**src/arena_pkg.sv**
```systemverilog
package arena_pkg;

  // Game state widths
  typedef logic [31:0] word_t;
  typedef logic [4:0]  reg_idx_t;
  typedef logic [5:0]  sprite_idx_t;
  typedef logic [2:0]  slot_t;

  localparam int NUM_REGS  = 32;
  localparam int NUM_SLOTS = 8; // Attributes per sprite

endpackage

```
**src/wb_output.sv**
```systemverilog
`timescale 1ns/1ps

module wb_output #(
  parameter int OUT_CREDITS = 2
) (
  input  logic                   pixel_clk_in,
  input  logic                   rst_in,
  input  logic                   r1_valid,
  input  logic                   r1_is_sprite,
  input  arena_pkg::reg_idx_t    r1_reg,
  input  arena_pkg::sprite_idx_t r1_sprite,
  input  arena_pkg::slot_t       r1_slot,
  input  arena_pkg::word_t       r1_data,
  input  logic                   wb_credit,
  output logic                   can_accept,
  output logic                   wb_valid,
  output logic                   wb_is_sprite,
  output arena_pkg::reg_idx_t    wb_reg,
  output arena_pkg::sprite_idx_t wb_sprite,
  output arena_pkg::slot_t       wb_slot,
  output arena_pkg::word_t       wb_data
);

  localparam int CNT_W = $clog2(OUT_CREDITS + 1);
  localparam logic [CNT_W-1:0] MAX_CREDITS = CNT_W'(OUT_CREDITS);

  logic [CNT_W-1:0] credits;
  logic             advance;

  assign can_accept = (credits != '0);
  assign advance    = r1_valid && can_accept;

  always_ff @(posedge pixel_clk_in) begin
    if (rst_in) begin
      credits  <= MAX_CREDITS;
      wb_valid <= 1'b0;
    end else begin
      wb_valid <= advance; // Single-cycle event
      case ({advance, wb_credit})
        2'b10:   credits <= credits - 1'b1;
        2'b01:   credits <= credits + 1'b1;
        default: credits <= credits;
      endcase
    end
  end

  always_ff @(posedge pixel_clk_in) begin
    if (advance) begin
      wb_is_sprite <= r1_is_sprite;
      wb_reg       <= r1_reg;
      wb_sprite    <= r1_sprite;
      wb_slot      <= r1_slot;
      wb_data      <= r1_data;
    end
  end

  // Consumer returns only what it was given
  assert property (@(posedge pixel_clk_in) disable iff (rst_in) credits <= MAX_CREDITS);

endmodule
```
**config.mk**
```make
export PLATFORM = sky130hd
export DESIGN_NAME = wb_output
export DESIGN_NICKNAME = d
export VERILOG_FILES = /design/src/arena_pkg.sv /design/src/wb_output.sv
export SDC_FILE = /design/constraint.sdc
export NUM_CORES = 1
export LEC_CHECK = 0
export BUFFER_PORTS_ARGS = -buffer_cell sky130_fd_sc_hd__buf_2
export CAP_MARGIN = 20
export CORE_ASPECT_RATIO = 0.7
export CORE_UTILIZATION = 39
export CTS_BUF_LIST = sky130_fd_sc_hd__clkbuf_2 sky130_fd_sc_hd__clkbuf_4 sky130_fd_sc_hd__clkbuf_8
export DETAILED_ROUTE_END_ITERATION = 7
export PLACE_DENSITY = 0.78
export SYNTH_ARGS = -nofsm -noshare
export SYNTH_HDL_FRONTEND = slang
export SYNTH_SLANG_ARGS = --single-unit
```
**constraint.sdc**
```tcl
create_clock -name pixel_clk_in -period 2.22 [get_ports pixel_clk_in]
set_clock_uncertainty 0.2 [all_clocks]
set_input_delay 0.222 -clock pixel_clk_in [delete_from_list [all_inputs] [get_ports pixel_clk_in]]
set_output_delay 0.222 -clock pixel_clk_in [all_outputs]
set_load 0.03 [all_outputs]
```
# Word level (Yosys, flattened, before mapping)
# Index checks and enable logic that the tools add are counted.
# Widths: inputs -> output; s select.
totals:
  word_cells: 15
  reg_bits: 50
classes:
  eq_ne: 2
  addsub: 2
  reduce_logical: 3
  n_mux: 1
op_table:
  columns: ["operator", "count"]
  rows:
  - ["$pmux 2 s2", 1]
  - ["$reduce_bool 2->1", 2]
  - ["$add 2x1->2 const B", 1]
  - ["$eq 2x1->1 const B", 1]
  - ["$eq 2x2->1 const B", 1]
  - ["$sub 2x1->2 const B", 1]
  - ["$logic_and 1x1->1", 1]

# Depth between registers and ports, before layout
logic_depth:
  word_depth: 4
  ltp_mapped: 6
  ltp_nobuf: 6

# Worst setup path before layout
# Ideal clock, no wire load.
synth_path:
  path_kind: "register to register"
  from: "register credits[0]"
  to: "register wb_data[0], enable pin"
  setup_ns: 0.401
  stages_incl_launch_ff: 4
  period_less_slack_ns: 2.216
  arrival_ns: 1.615
  t_required_ns: 1.619
  n_path_buf: 0
  path_slack_ns: 0.004
  path_cell_list: "dfxtp_1 -> or2_2 -> nand2_1 -> inv_1"
synth_between:
  elab_chain_len: 2
synth_rtl:
  columns: ["item", "line_no", "text"]
  rows:
  - ["from (decl)", "wb_output.sv:27", "logic [CNT_W-1:0] credits;"]
  - ["from (signal assigned)", "wb_output.sv:40", "2'b10: credits <= credits - 1'b1;"]
  - ["from (signal assigned)", "wb_output.sv:41", "2'b01: credits <= credits + 1'b1;"]
  - ["from (signal assigned)", "wb_output.sv:42", "default: credits <= credits;"]
  - ["$reduce_bool 2->1", "wb_output.sv:30", "assign can_accept = (credits != '0);"]
  - ["via can_accept", "wb_output.sv:15", "output logic can_accept,"]
  - ["$logic_and 1x1->1", "wb_output.sv:31", "assign advance = r1_valid && can_accept;"]
  - ["via advance", "wb_output.sv:28", "logic advance;"]
  - ["to (signal assigned)", "wb_output.sv:53", "wb_data <= r1_data;"]
  - ["to (decl)", "wb_output.sv:21", "output arena_pkg::word_t wb_data"]
# The timed path passes the listed nets, and every way through them passes these cells.
# A chain may end at the register's enable or synchronous reset.

# Worst setup path after layout
layout_path:
  from: "register credits[1]"
  to: "register credits[1]"
layout_between:
  elab_chain_len: 4
layout_rtl:
  columns: ["item", "line_no", "text"]
  rows:
  - ["$reduce_bool 2->1", "wb_output.sv:30", null]
  - ["$logic_and 1x1->1", "wb_output.sv:31", null]
  - ["$eq 2x1->1 or $eq 2x2->1 (tied branches)", "wb_output.sv:39", "case ({advance, wb_credit})"]
  - ["$pmux 2 s2 or $reduce_bool 2->1 (tied branches)", null, null]
# Several ways; a longest one is shown, not always the timed one.

==> results.txt <==
----------------------------------------------------
[Clock tree]
  CTS Buffer Depth ... 2
  Clock tree from TritonCTS ... done
  Clk root buf ... clkbuf_8
  H-tree level count ... 2
  Number of CTS-inserted buffers ... 5
  Clock-pin slew reported for the worst setup and hold paths after clock tree synthesis ... around 0.080 ns
  Clock latency on the worst-skew pair ... ~0.28 ns
  Clock sink count ... 50

[Logic synthesis]
  Largest cells by area after synthesis ... edfxtp_1, dfxtp_1, xor2_1
  Count of flip-flops with a built-in enable after synthesis ... 47
  Predominant post-synthesis flop cell ... edfxtp_1
  Synth Warn # ... 0
  Commonest cells in the synthesized netlist ... edfxtp_1, dfxtp_1, nor2_1, xor2_1
  Library cells used by synthesis ... 11
  Total of flip-flops plus latches after synthesis ... 50
  Sequential cell area fraction in the yosys report ... about 95%
  Post-Synthesis Net Count ... around 110
  Library cell occupying the most area in the post-synthesis netlist ... edfxtp_1
  Mean cell area of the mapped netlist ... approximately 25 um2
  Most repeated cell in the gate-level netlist after synthesis ... edfxtp_1
  Post-synthesis cell area ... about 1500 um2
  Async set-or-reset flop fraction in the synthesized netlist ... 0%
  Post-Syn Instances ... a little over 60
  Area share of the leading cell type in the synthesized netlist ... just over 90%

[Critical path]
  Startpoint kind of the worst setup timing path ... flip-flop
  Logic depth of the worst register-to-register path ... 6
  Largest fanout on the critical path ... 3
  Kind of capture point of the worst setup path ... flip-flop
  Arr. time, crit path ... between 1.5 and 2 ns
  Category of the critical setup timing path ... flip-flop to flip-flop
  Required time at the endpoint of the critical path ... roughly 2.2 ns

[Power and ir drop]
  Power per cell area ... slightly above 800 nW/um2
  Reported leakage power ... around 1.2 nW
  Largest vdd supply drop ... ~0.52 mV

[Place]
  Placement Setup Slack ... roughly 0.35 ns
  Placed insts ... between 200 and 250
  Number of input and output port buffers inserted ... 99
  Half-perimeter wire length after placement ... ~2200 um
  Gpl congestion ... between 0.6 and 0.7

[Hold path]
  Path type of the worst min-delay path ... primary input to flip-flop
  Min-Delay Path Depth ... 3

[Die]
  Chip width ... 77.1 um
  I/O pin total ... 100
  Site Rows ... 18
  Floorplan core area ... 3650 um2
  Total die area ... roughly 4200 um2
  Overall die height ... 54.6 um
  Effective utilization at floorplan ... a little over two fifths

[Global routing]
  Overflow left after global routing ... 0
  Total routing usage reported by global routing ... between 10% and 20%
  Pin count of the biggest net entering global routing ... 34
  First-pass GRT wire length ... between 5000 and 6000 um
  Number of global-route vias before repair ... between 1,000 and 1,500
  Number of antenna violations at the first check in global routing ... 0

[Route]
  Overall via count from detail_route ... roughly 1,200
  Initial DRT Pass Iterations ... 4
  Count of unresolved DRC violations after routing ... 0
  Routed vias/inst ... ~4.3
  Number of DRC markers in iteration 0 ... 22
  Drt total wl ... between 3000 and 4000 um
  WL/cell ... about 14 um
  DRT antenna net count ... 0

[Timing]
  Setup ws final ... 0.337 ns
  Worst slack on hold paths ... ~0.043 ns
  RSZ-0062 raised after global routing ... no
  Max-slew violation total from the final report ... 0
  Highest clock frequency the design can meet ... roughly 0.53 GHz
  Number of hold violations in the final report ... 0
  Max_slew headroom ... between 70 and 80%
  Count of final setup violators ... 0
  Setup tns final ... 0 ns
  Clock period minus final worst setup slack ... 1.88 ns
  Measured slew at the worst slew-check pin ... about 0.32 ns
  Share of the cycle needed by the critical path after routing ... a little over four fifths

[Finish]
  Filler cells ... about 260
  Net count of the finished layout ... ~270
  End-of-flow core utilization ... between 70% and 80%
  Layout cell share with drive strength beyond 1 ... approximately half
  Diode insertion count for antenna repair ... 0
  Area delta synth->final ... 74.5%
  Max reg flops ... 32
  Post-route non-filler standard cell count ... roughly 270

[Job]
  Number of max-cap violations ... 0

[Run status]
  Outcome ... completed

----------------------------------------------------
==> report_power, final <==
group / internal (mW) / total, mW / leakage (nW) / switching (mW)
Sequential: 1.17 / 1.20 / 0.479 / 0.0350
Combinational: 0.181 / 0.515 / 0.637 / 0.334
Clock: 0.235 / 0.502 / 0.0486 / 0.267
Total: 1.58 / 2.22 / 1.16 / 0.636
==> layout make-up <==
cell class / count / area (um2) / share of cell area (%)
multi-input cells: 10 / 66.3 / 2.47
repair buffers: 148 / 996 / 37.0
well taps: 50 / 62.6 / 2.33
flip-flops and latches: 50 / 1470 / 54.7
inverters: 1 / 3.75 / 0.140
clock buffers: 6 / 76.3 / 2.84
clock inverters: 2 / 13.8 / 0.512
==> cells in the final DEF, fill, tap and decap left out, types with 2 or more instances in the layout <==
master	Yosys	layout
xor2_1	2	2
dfxtp_1	3	3
nor2_1	2	2
edfxtp_1	47	47
buf_2	0	99
clkbuf_8	0	5
dlygate4sd3_1	0	48
==> critical path, cell delays in order (launching register included) <==
cell and delay [ns]:
dfxtp_1 0.33, or2_2 0.31, nand2_1 0.13, ha_1 0.18
xor2_1 0.20, nor3_1 0.06, or3b_1 0.35
==> stage by stage <==
step / power [mW] / cell area [um2]
floorplan: 1.50 / 1540
global placement: 1.65 / 2120
detailed placement: 1.67 / 2120
CTS: 2.23 / 2690
global route: 2.31 / 2690
finish: 2.22 / 2690
==> worst paths after layout <==
| check | slack, ns | to | startpoint |
|---|---|---|---|
| worst max register to register | 0.34 | credits[1] | credits[1] |
| worst min-delay path | 0.04 | wb_valid | r1_valid |
| worst min register to register | 0.39 | credits[0] | credits[0] |
| worst max-delay path | 0.34 | credits[1] | credits[1] |
==> cells by family after synthesis <==
kind of cell | Yosys count | share of synthesized area (%)
flops | 50 | 95.5
xor+xnor | 2 | 1.14
simple gates | 6 | 2.03
buf+inv | 1 | 0.243
compound gates | 1 | 0.324
fa+ha+maj | 1 | 0.812
==> routing by layer <==
layer  GRT usage (%)  vias up  part of all wire [%]
li1                -      546                     -
met1            17.4      528                    36
met2            35.1       69                    53
met3            8.33        7                    10
met4            7.86        0                   1.4
met5               0        -                     0
==> repair_timing <==
action	CTS	global route
buffers inserted	0	0
hold buffers	48	0
hold endpoints to repair	50	0
gates resized for setup	0	0
Power figures use the tool's default switching activity.
