$ cat src/isa_pkg.sv
package isa_pkg;

  typedef logic [35:0] instr_t;

  // {word[32], word[6:0]}
  typedef enum logic [7:0] {
    OP_LI     = 8'b0011_0111,
    OP_ADDI   = 8'b0001_0011,
    OP_ALU    = 8'b0011_0011, // ADD, SUB
    OP_SPLI   = 8'b1011_0111,
    OP_SPALU  = 8'b1011_0011, // SPADD, SPSUB
    OP_LISP   = 8'b1011_1111,
    OP_ATTACK = 8'b1011_1011
  } opcode_t;

  localparam int FUNCT_LO = 25;
  localparam int FUNCT_HI = 31;
  localparam logic [6:0] FUNCT_SUB = 7'b010_0000;

  localparam int RD_LO = 7;
  localparam int RD_HI = 11;
  localparam int SPD_LO = 7;
  localparam int SPD_HI = 12;
  localparam int RS1_LO = 15;
  localparam int RS1_HI = 19;
  localparam int RS2_LO = 20;
  localparam int RS2_HI = 24;
  localparam int SPS_LO = 14;
  localparam int SPS_HI = 19;
  localparam int SLOT_LO = 33;
  localparam int SLOT_HI = 35;
  localparam int ATK_DST_LO = 29;
  localparam int ATK_DST_HI = 31;
  localparam int ATK_SRC_LO = 26;
  localparam int ATK_SRC_HI = 28;
  localparam int IMM12_LO = 20;
  localparam int IMM12_HI = 31;
  localparam int LI_IMM_LO = 12;
  localparam int LI_IMM_HI = 31;
  localparam int SPLI_IMM_LO = 13;
  localparam int SPLI_IMM_HI = 31;

endpackage

$ cat src/instr_fifo.sv
`timescale 1ns/1ps

module instr_fifo #(
  parameter int FIFO_DEPTH = 4
) (
  input  logic            pixel_clk_in,
  input  logic            rst_in,
  input  logic            instr_valid,
  input  isa_pkg::instr_t instr_data,
  input  logic            pop,
  output logic            head_valid,
  output isa_pkg::instr_t head_data,
  output logic            instr_credit
);

  localparam int PTR_W = (FIFO_DEPTH > 1) ? $clog2(FIFO_DEPTH) : 1;
  localparam int CNT_W = $clog2(FIFO_DEPTH + 1);
  localparam logic [PTR_W-1:0] LAST_PTR = PTR_W'(FIFO_DEPTH - 1);
  localparam logic [CNT_W-1:0] FULL_CNT = CNT_W'(FIFO_DEPTH);

  isa_pkg::instr_t  mem [FIFO_DEPTH];
  logic [PTR_W-1:0] wr_ptr;
  logic [PTR_W-1:0] rd_ptr;
  logic [CNT_W-1:0] count;

  assign head_valid = (count != '0);
  assign head_data  = mem[rd_ptr];

  always_ff @(posedge pixel_clk_in) begin
    if (instr_valid) begin
      mem[wr_ptr] <= instr_data;
    end
  end

  always_ff @(posedge pixel_clk_in) begin
    if (rst_in) begin
      wr_ptr       <= '0;
      rd_ptr       <= '0;
      count        <= '0;
      instr_credit <= 1'b0;
    end else begin
      instr_credit <= pop; // One credit back per consumed word
      if (instr_valid) begin
        wr_ptr <= (wr_ptr == LAST_PTR) ? '0 : wr_ptr + 1'b1;
      end
      if (pop) begin
        rd_ptr <= (rd_ptr == LAST_PTR) ? '0 : rd_ptr + 1'b1;
      end
      case ({instr_valid, pop})
        2'b10:   count <= count + 1'b1;
        2'b01:   count <= count - 1'b1;
        default: count <= count;
      endcase
    end
  end

  // Producer must respect credits, consumer must respect head_valid
  assert property (@(posedge pixel_clk_in) disable iff (rst_in)
    !(instr_valid && count == FULL_CNT));
  assert property (@(posedge pixel_clk_in) disable iff (rst_in) !(pop && !head_valid));

endmodule

$ cat config.mk
export PLATFORM = sky130hd
export DESIGN_NAME = instr_fifo
export DESIGN_NICKNAME = d
export VERILOG_FILES = /design/src/isa_pkg.sv /design/src/instr_fifo.sv
export SDC_FILE = /design/constraint.sdc
export NUM_CORES = 1
export LEC_CHECK = 0
export BUFFER_PORTS_ARGS = -buffer_cell sky130_fd_sc_hd__buf_2
export CAP_MARGIN = 20
export CORE_UTILIZATION = 60
export DETAILED_ROUTE_END_ITERATION = 6
export GPL_ROUTABILITY_DRIVEN = 0
export PLACE_DENSITY_LB_ADDON = 0.12
export SLEW_MARGIN = 20
export SYNTH_ARGS = -nofsm -noshare
export SYNTH_HDL_FRONTEND = slang
export SYNTH_SLANG_ARGS = --single-unit
$ cat constraint.sdc
create_clock -name pixel_clk_in -period 3 [get_ports pixel_clk_in]
set_input_delay 0 -clock pixel_clk_in [delete_from_list [all_inputs] [get_ports pixel_clk_in]]
set_output_delay 0 -clock pixel_clk_in [all_outputs]
set_load 0.05 [all_outputs]
; Yosys cells after proc, flatten, opt, wreduce, memory -nomap -nowiden
; Memory sizes are Yosys's and may differ from the RTL's. A register that Yosys moved wholly into a read port is not among the register bits.
; Index checks and enable logic that the tools add are counted.
[classes]
muxes = 7
reduce_logical = 2
addsub = 4
n_eq_ne = 4
[op_table]
columns = cell, count
row1 = 2-to-1 mux 2 bit, 4
row2 = "equality test 2 bit, second input constant", 3
row3 = case mux 3 bit (2 select lines), 1
row4 = "adder 2 x 1 -> 2 bit, second input constant", 2
row5 = "adder 3 x 1 -> 3 bit, second input constant", 1
row6 = nonzero test 3 bit, 1
row7 = "subtractor 3 x 1 -> 3 bit, second input constant", 1
row8 = "equality test 2 x 1 -> 1 bit, second input constant", 1
row9 = 2-to-1 mux 1 bit, 2
row10 = nonzero test 2 bit, 1
[totals]
register_bits = 8
input_bits = 40
out_inout_bits = 38
wordCells = 22
n_memories = 1
ramBits = 144
[mem_list]
columns = name, depth, width, rd, rd_ports_with_merged_regs, wr, line
row1 = mem, 4, 36, 1, 1, 1, instr_fifo.sv:21  ; isa_pkg::instr_t mem [FIFO_DEPTH];

; Longest topological paths before layout
[logic_depth]
ltp_word = 4
depth_mapped = 6
mapped_depth_nobuf = 6

; Least setup slack after synthesis
; OpenSTA, ideal clock, no wires.
[synth_timing]
kind = reg-to-reg
from = register wr_ptr[0]
to = memory mem[3][0] in the netlist's numbering, enable pin
arrival_ps = 1431
path_stages_with_launch = 3
synth_period_minus_slack_ps = 1828
path_slack_ps = 1172
setup_time_ps = 397
path_buffers = 0
required_ps = 2603
path_cell_list = dfxtp_1 ha_1 and2_1
[synth_lines]
columns = element, line
row1 = from (decl), instr_fifo.sv:22  ; logic [PTR_W-1:0] wr_ptr;
row2 = from (signal assigned), instr_fifo.sv:44  ; wr_ptr <= (wr_ptr == LAST_PTR) ? '0 : wr_ptr + 1'b1;
row3 = to (decl), instr_fifo.sv:21
; Straight into the memory's write port.

==> qor.json <==
{
  "die": {
    "dieHeight_um": 99.5,
    "initial_core_util_pct": 61.8,
    "design.core.area_um2": 9240,
    "die-area_um2": 9910,
    "top_level_ports": 78,
    "die_w_um": 99.5,
    "floorplan.rows": 35
  },
  "placed_design": {
    "place_inst": 440,
    "port-buffer-count": 77,
    "place.detailed.hpwl_um": 5780,
    "post_dp_cell_area_um2": 6240
  },
  "sta": {
    "worstMarginPinSlew_ps": 966,
    "setup_viol": 0,
    "layout_min_cycle_time_ps": 2330,
    "max_slew_margin_pct": 35.6,
    "slew_violations": 0,
    "setup_tns_ps": 0,
    "worst_clock_skew_ps": 10.2,
    "hold-worst-slack_ps": 235,
    "post-route-period-util_pct": 77.6,
    "max_clock_freq_ghz": 0.430,
    "rsz_0062_raised_after_global_routing": "no",
    "hold_violations": 0
  },
  "clocking": {
    "htree_levels": 4,
    "cts_buffer_depth": 2,
    "cts.repair_timing.setup_buffer_count": 0,
    "cts_tree": "built",
    "cts_sinks": 154,
    "cts-buffers-inserted": 17,
    "worst_skew_pair.late_latency_ps": 520,
    "cts-root-buf": "clkbuf_8",
    "clk_transition_reported_paths_ps": 60
  },
  "synth": {
    "synthesized_area_divided_by_synthesized_cell_count_um2": 24.4,
    "postSynthCellCount": 234,
    "yosys.area.top_type_share_pct": 75.7,
    "netlist-cell-type-count": 21,
    "synth.ff_latch_count": 154,
    "syn_area_um2": 5710,
    "post_synth_main_area_contributors": "edfxtp_1 76%, mux4_2 12%, dfxtp_1 3.5%, mux4_1 2.8%, ha_1 1.3%",
    "netlist.top_cell.by_area": "edfxtp_1",
    "postSynthNetCount": 281,
    "sequential_element_share_of_the_synthesized_area_pct": 79.2,
    "number_of_warnings_issued_by_yosys": 0
  },
  "setup_path": {
    "startpoint_type": "flop",
    "critical_path.cell_chain": "buf_4 > mux4_2 > buf_2",
    "timing.critical_path.to_type": "output port",
    "cp_slowest_stage_delay_ps": 640,
    "critical_path_class": "reg2out",
    "arrival_time_of_the_worst_setup_path_ps": 2330,
    "worst-path-max-fanout": 15,
    "worst_path_max_delay_cell": "dfxtp_2",
    "timing.critical_path.buf_inv": 2,
    "crit_family": "flip-flops",
    "crit_required_ps": 3000
  },
  "run_status": {
    "status": "complete, no violations"
  },
  "route": {
    "route.antenna.remaining_nets": 0,
    "drt_pre_antenna_iters": 4,
    "detail_route.drc_violations": 0,
    "wl_um": 9710,
    "vias": 2773,
    "drt_first_iter_violations": 128,
    "vias_per_cell": 5.43,
    "detail_route.wl_per_cell_um": 19.0
  },
  "global_route": {
    "grt_overflow_total": 0,
    "grt_util_overall_pct": 22.0,
    "maximum_number_of_pins_on_one_net_before_global_route_repair": 37,
    "grt_first_pass_wirelength_um": 15200,
    "first_global_vias": 2963,
    "initial_antenna_violation_count": 0
  },
  "cells_and_area": {
    "stdcell_area_um2": 7220,
    "area_growth_pct": 26.5,
    "seqCellArea_um2": 4530,
    "final_cell_count_without_fillers": 511,
    "area_used_by_multi_input_combinational_logic_um2": 1080,
    "fill_cells": 491,
    "drive_gt1_share_pct": 39.5,
    "n_antenna_cell": 0,
    "layout.nets": 417
  },
  "power": {
    "power.ir.vdd_worst_mv": 0.435,
    "power.static_leakage_nw": 2.56,
    "total_chip_power_mw": 5.19,
    "power_per_cell_area_nw_per_um2": 719
  },
  "job": {
    "number_of_max_cap_violations": 0
  },
  "min_path": {
    "holdCritPathClass": "in2reg"
  }
}
[final timing paths]
kind / from / to / slack [ps] / depth (start not counted)
setup reg to reg: wr_ptr[0] / mem[3][10] / 1210 / 3
hold / removal: instr_data[6] / mem[0][6] / 230 / 2
hold reg to reg: count[2] / count[2] / 490 / 2
setup / recovery: flop / head_data[4] / 670 / 3
[layout by cell type, fill, tap and decap left out, drive strengths merged]
cell type	netlist	layout
buf	7	86
clkinvlp	0	3
bufinv	0	3
nor3b	2	2
clkbuf	2	18
a21oi	3	3
clkinv	0	4
inv	4	7
or3	2	2
o21ai	1	1
xnor2	1	1
dlygate4sd3	0	40
edfxtp	144	144
ha	6	6
mux2i	3	3
mux4	36	36
nor2	7	7
fa	1	1
and2	4	4
xor2	1	1
dfxtp	10	10
[cells in the mapped netlist (all sizes together)]
cell type	number
or3	2
inv	4
fa	1
nor3b	2
edfxtp	144
o21ai	1
and2	4
a21oi	3
mux2i	3
mux4	36
ha	6
nor2	7
clkbuf	2
dfxtp	10
xnor2	1
buf	7
xor2	1
[cell type report]
class / count / area share, %
flip-flops and latches: 154 / 62.7
multi-input cells: 67 / 14.9
repair buffers: 126 / 11.8
clock buffers: 18 / 5.79
clock inverters: 13 / 2.34
well taps: 129 / 2.23
inverters: 4 / 0.208
[repair_timing]
action	4_1_cts	5_1_grt
hold endpoints to repair	154	0
hold buffers	40	0
gates resized for setup	0	0
[metrics by stage]
stage                     setup WS (ps)  utilization, %
after floorplan                    1170               -
after global placement             1170            67.5
after detailed placement           1170            67.5
after CTS                           599            78.2
after global routing                524            78.2
final                               672            78.2
[layer usage]
layer | track usage [%] | wire (um) | up-vias
li1 | - | - | 1253
met1 | 27.3 | 4160 | 1424
met2 | 35.5 | 4930 | 79
met3 | 6.96 | 416 | 17
met4 | 10.7 | 207 | 0
met5 | 0 | 0 | -
[where the power goes]
group	total [mW]	internal (mW)	switching (mW)	leakage (nW)
registers	2.49	2.44	0.0477	1.41
logic	0.613	0.215	0.398	0.874
clock network	2.09	1.27	0.815	0.276
total	5.19	3.93	1.26	2.56
[cell families (layout without fill, tap and decap cells)]
family                   count (synthesis)  after routing  share of synthesized area (%)
adder cells (fa/ha/maj)                  7              7                           1.67
multiplexers                            39             39                           15.1
XOR/XNOR                                 2              2                          0.307
AO/OA/AOI/OAI                            4              4                          0.350
AND/OR/NAND/NOR                         15             15                           1.38
flip-flops                             154            154                           79.2
buffers and inverters                   13            161                           1.93
[flip-flops by register name (all words and copies together), names as in the netlist, named ones only]
signal	flops
count	3
mem	144
instr_credit	1
rd_ptr	2
wr_ptr	2
No activity file was read; power rests on OpenSTA's default activity.
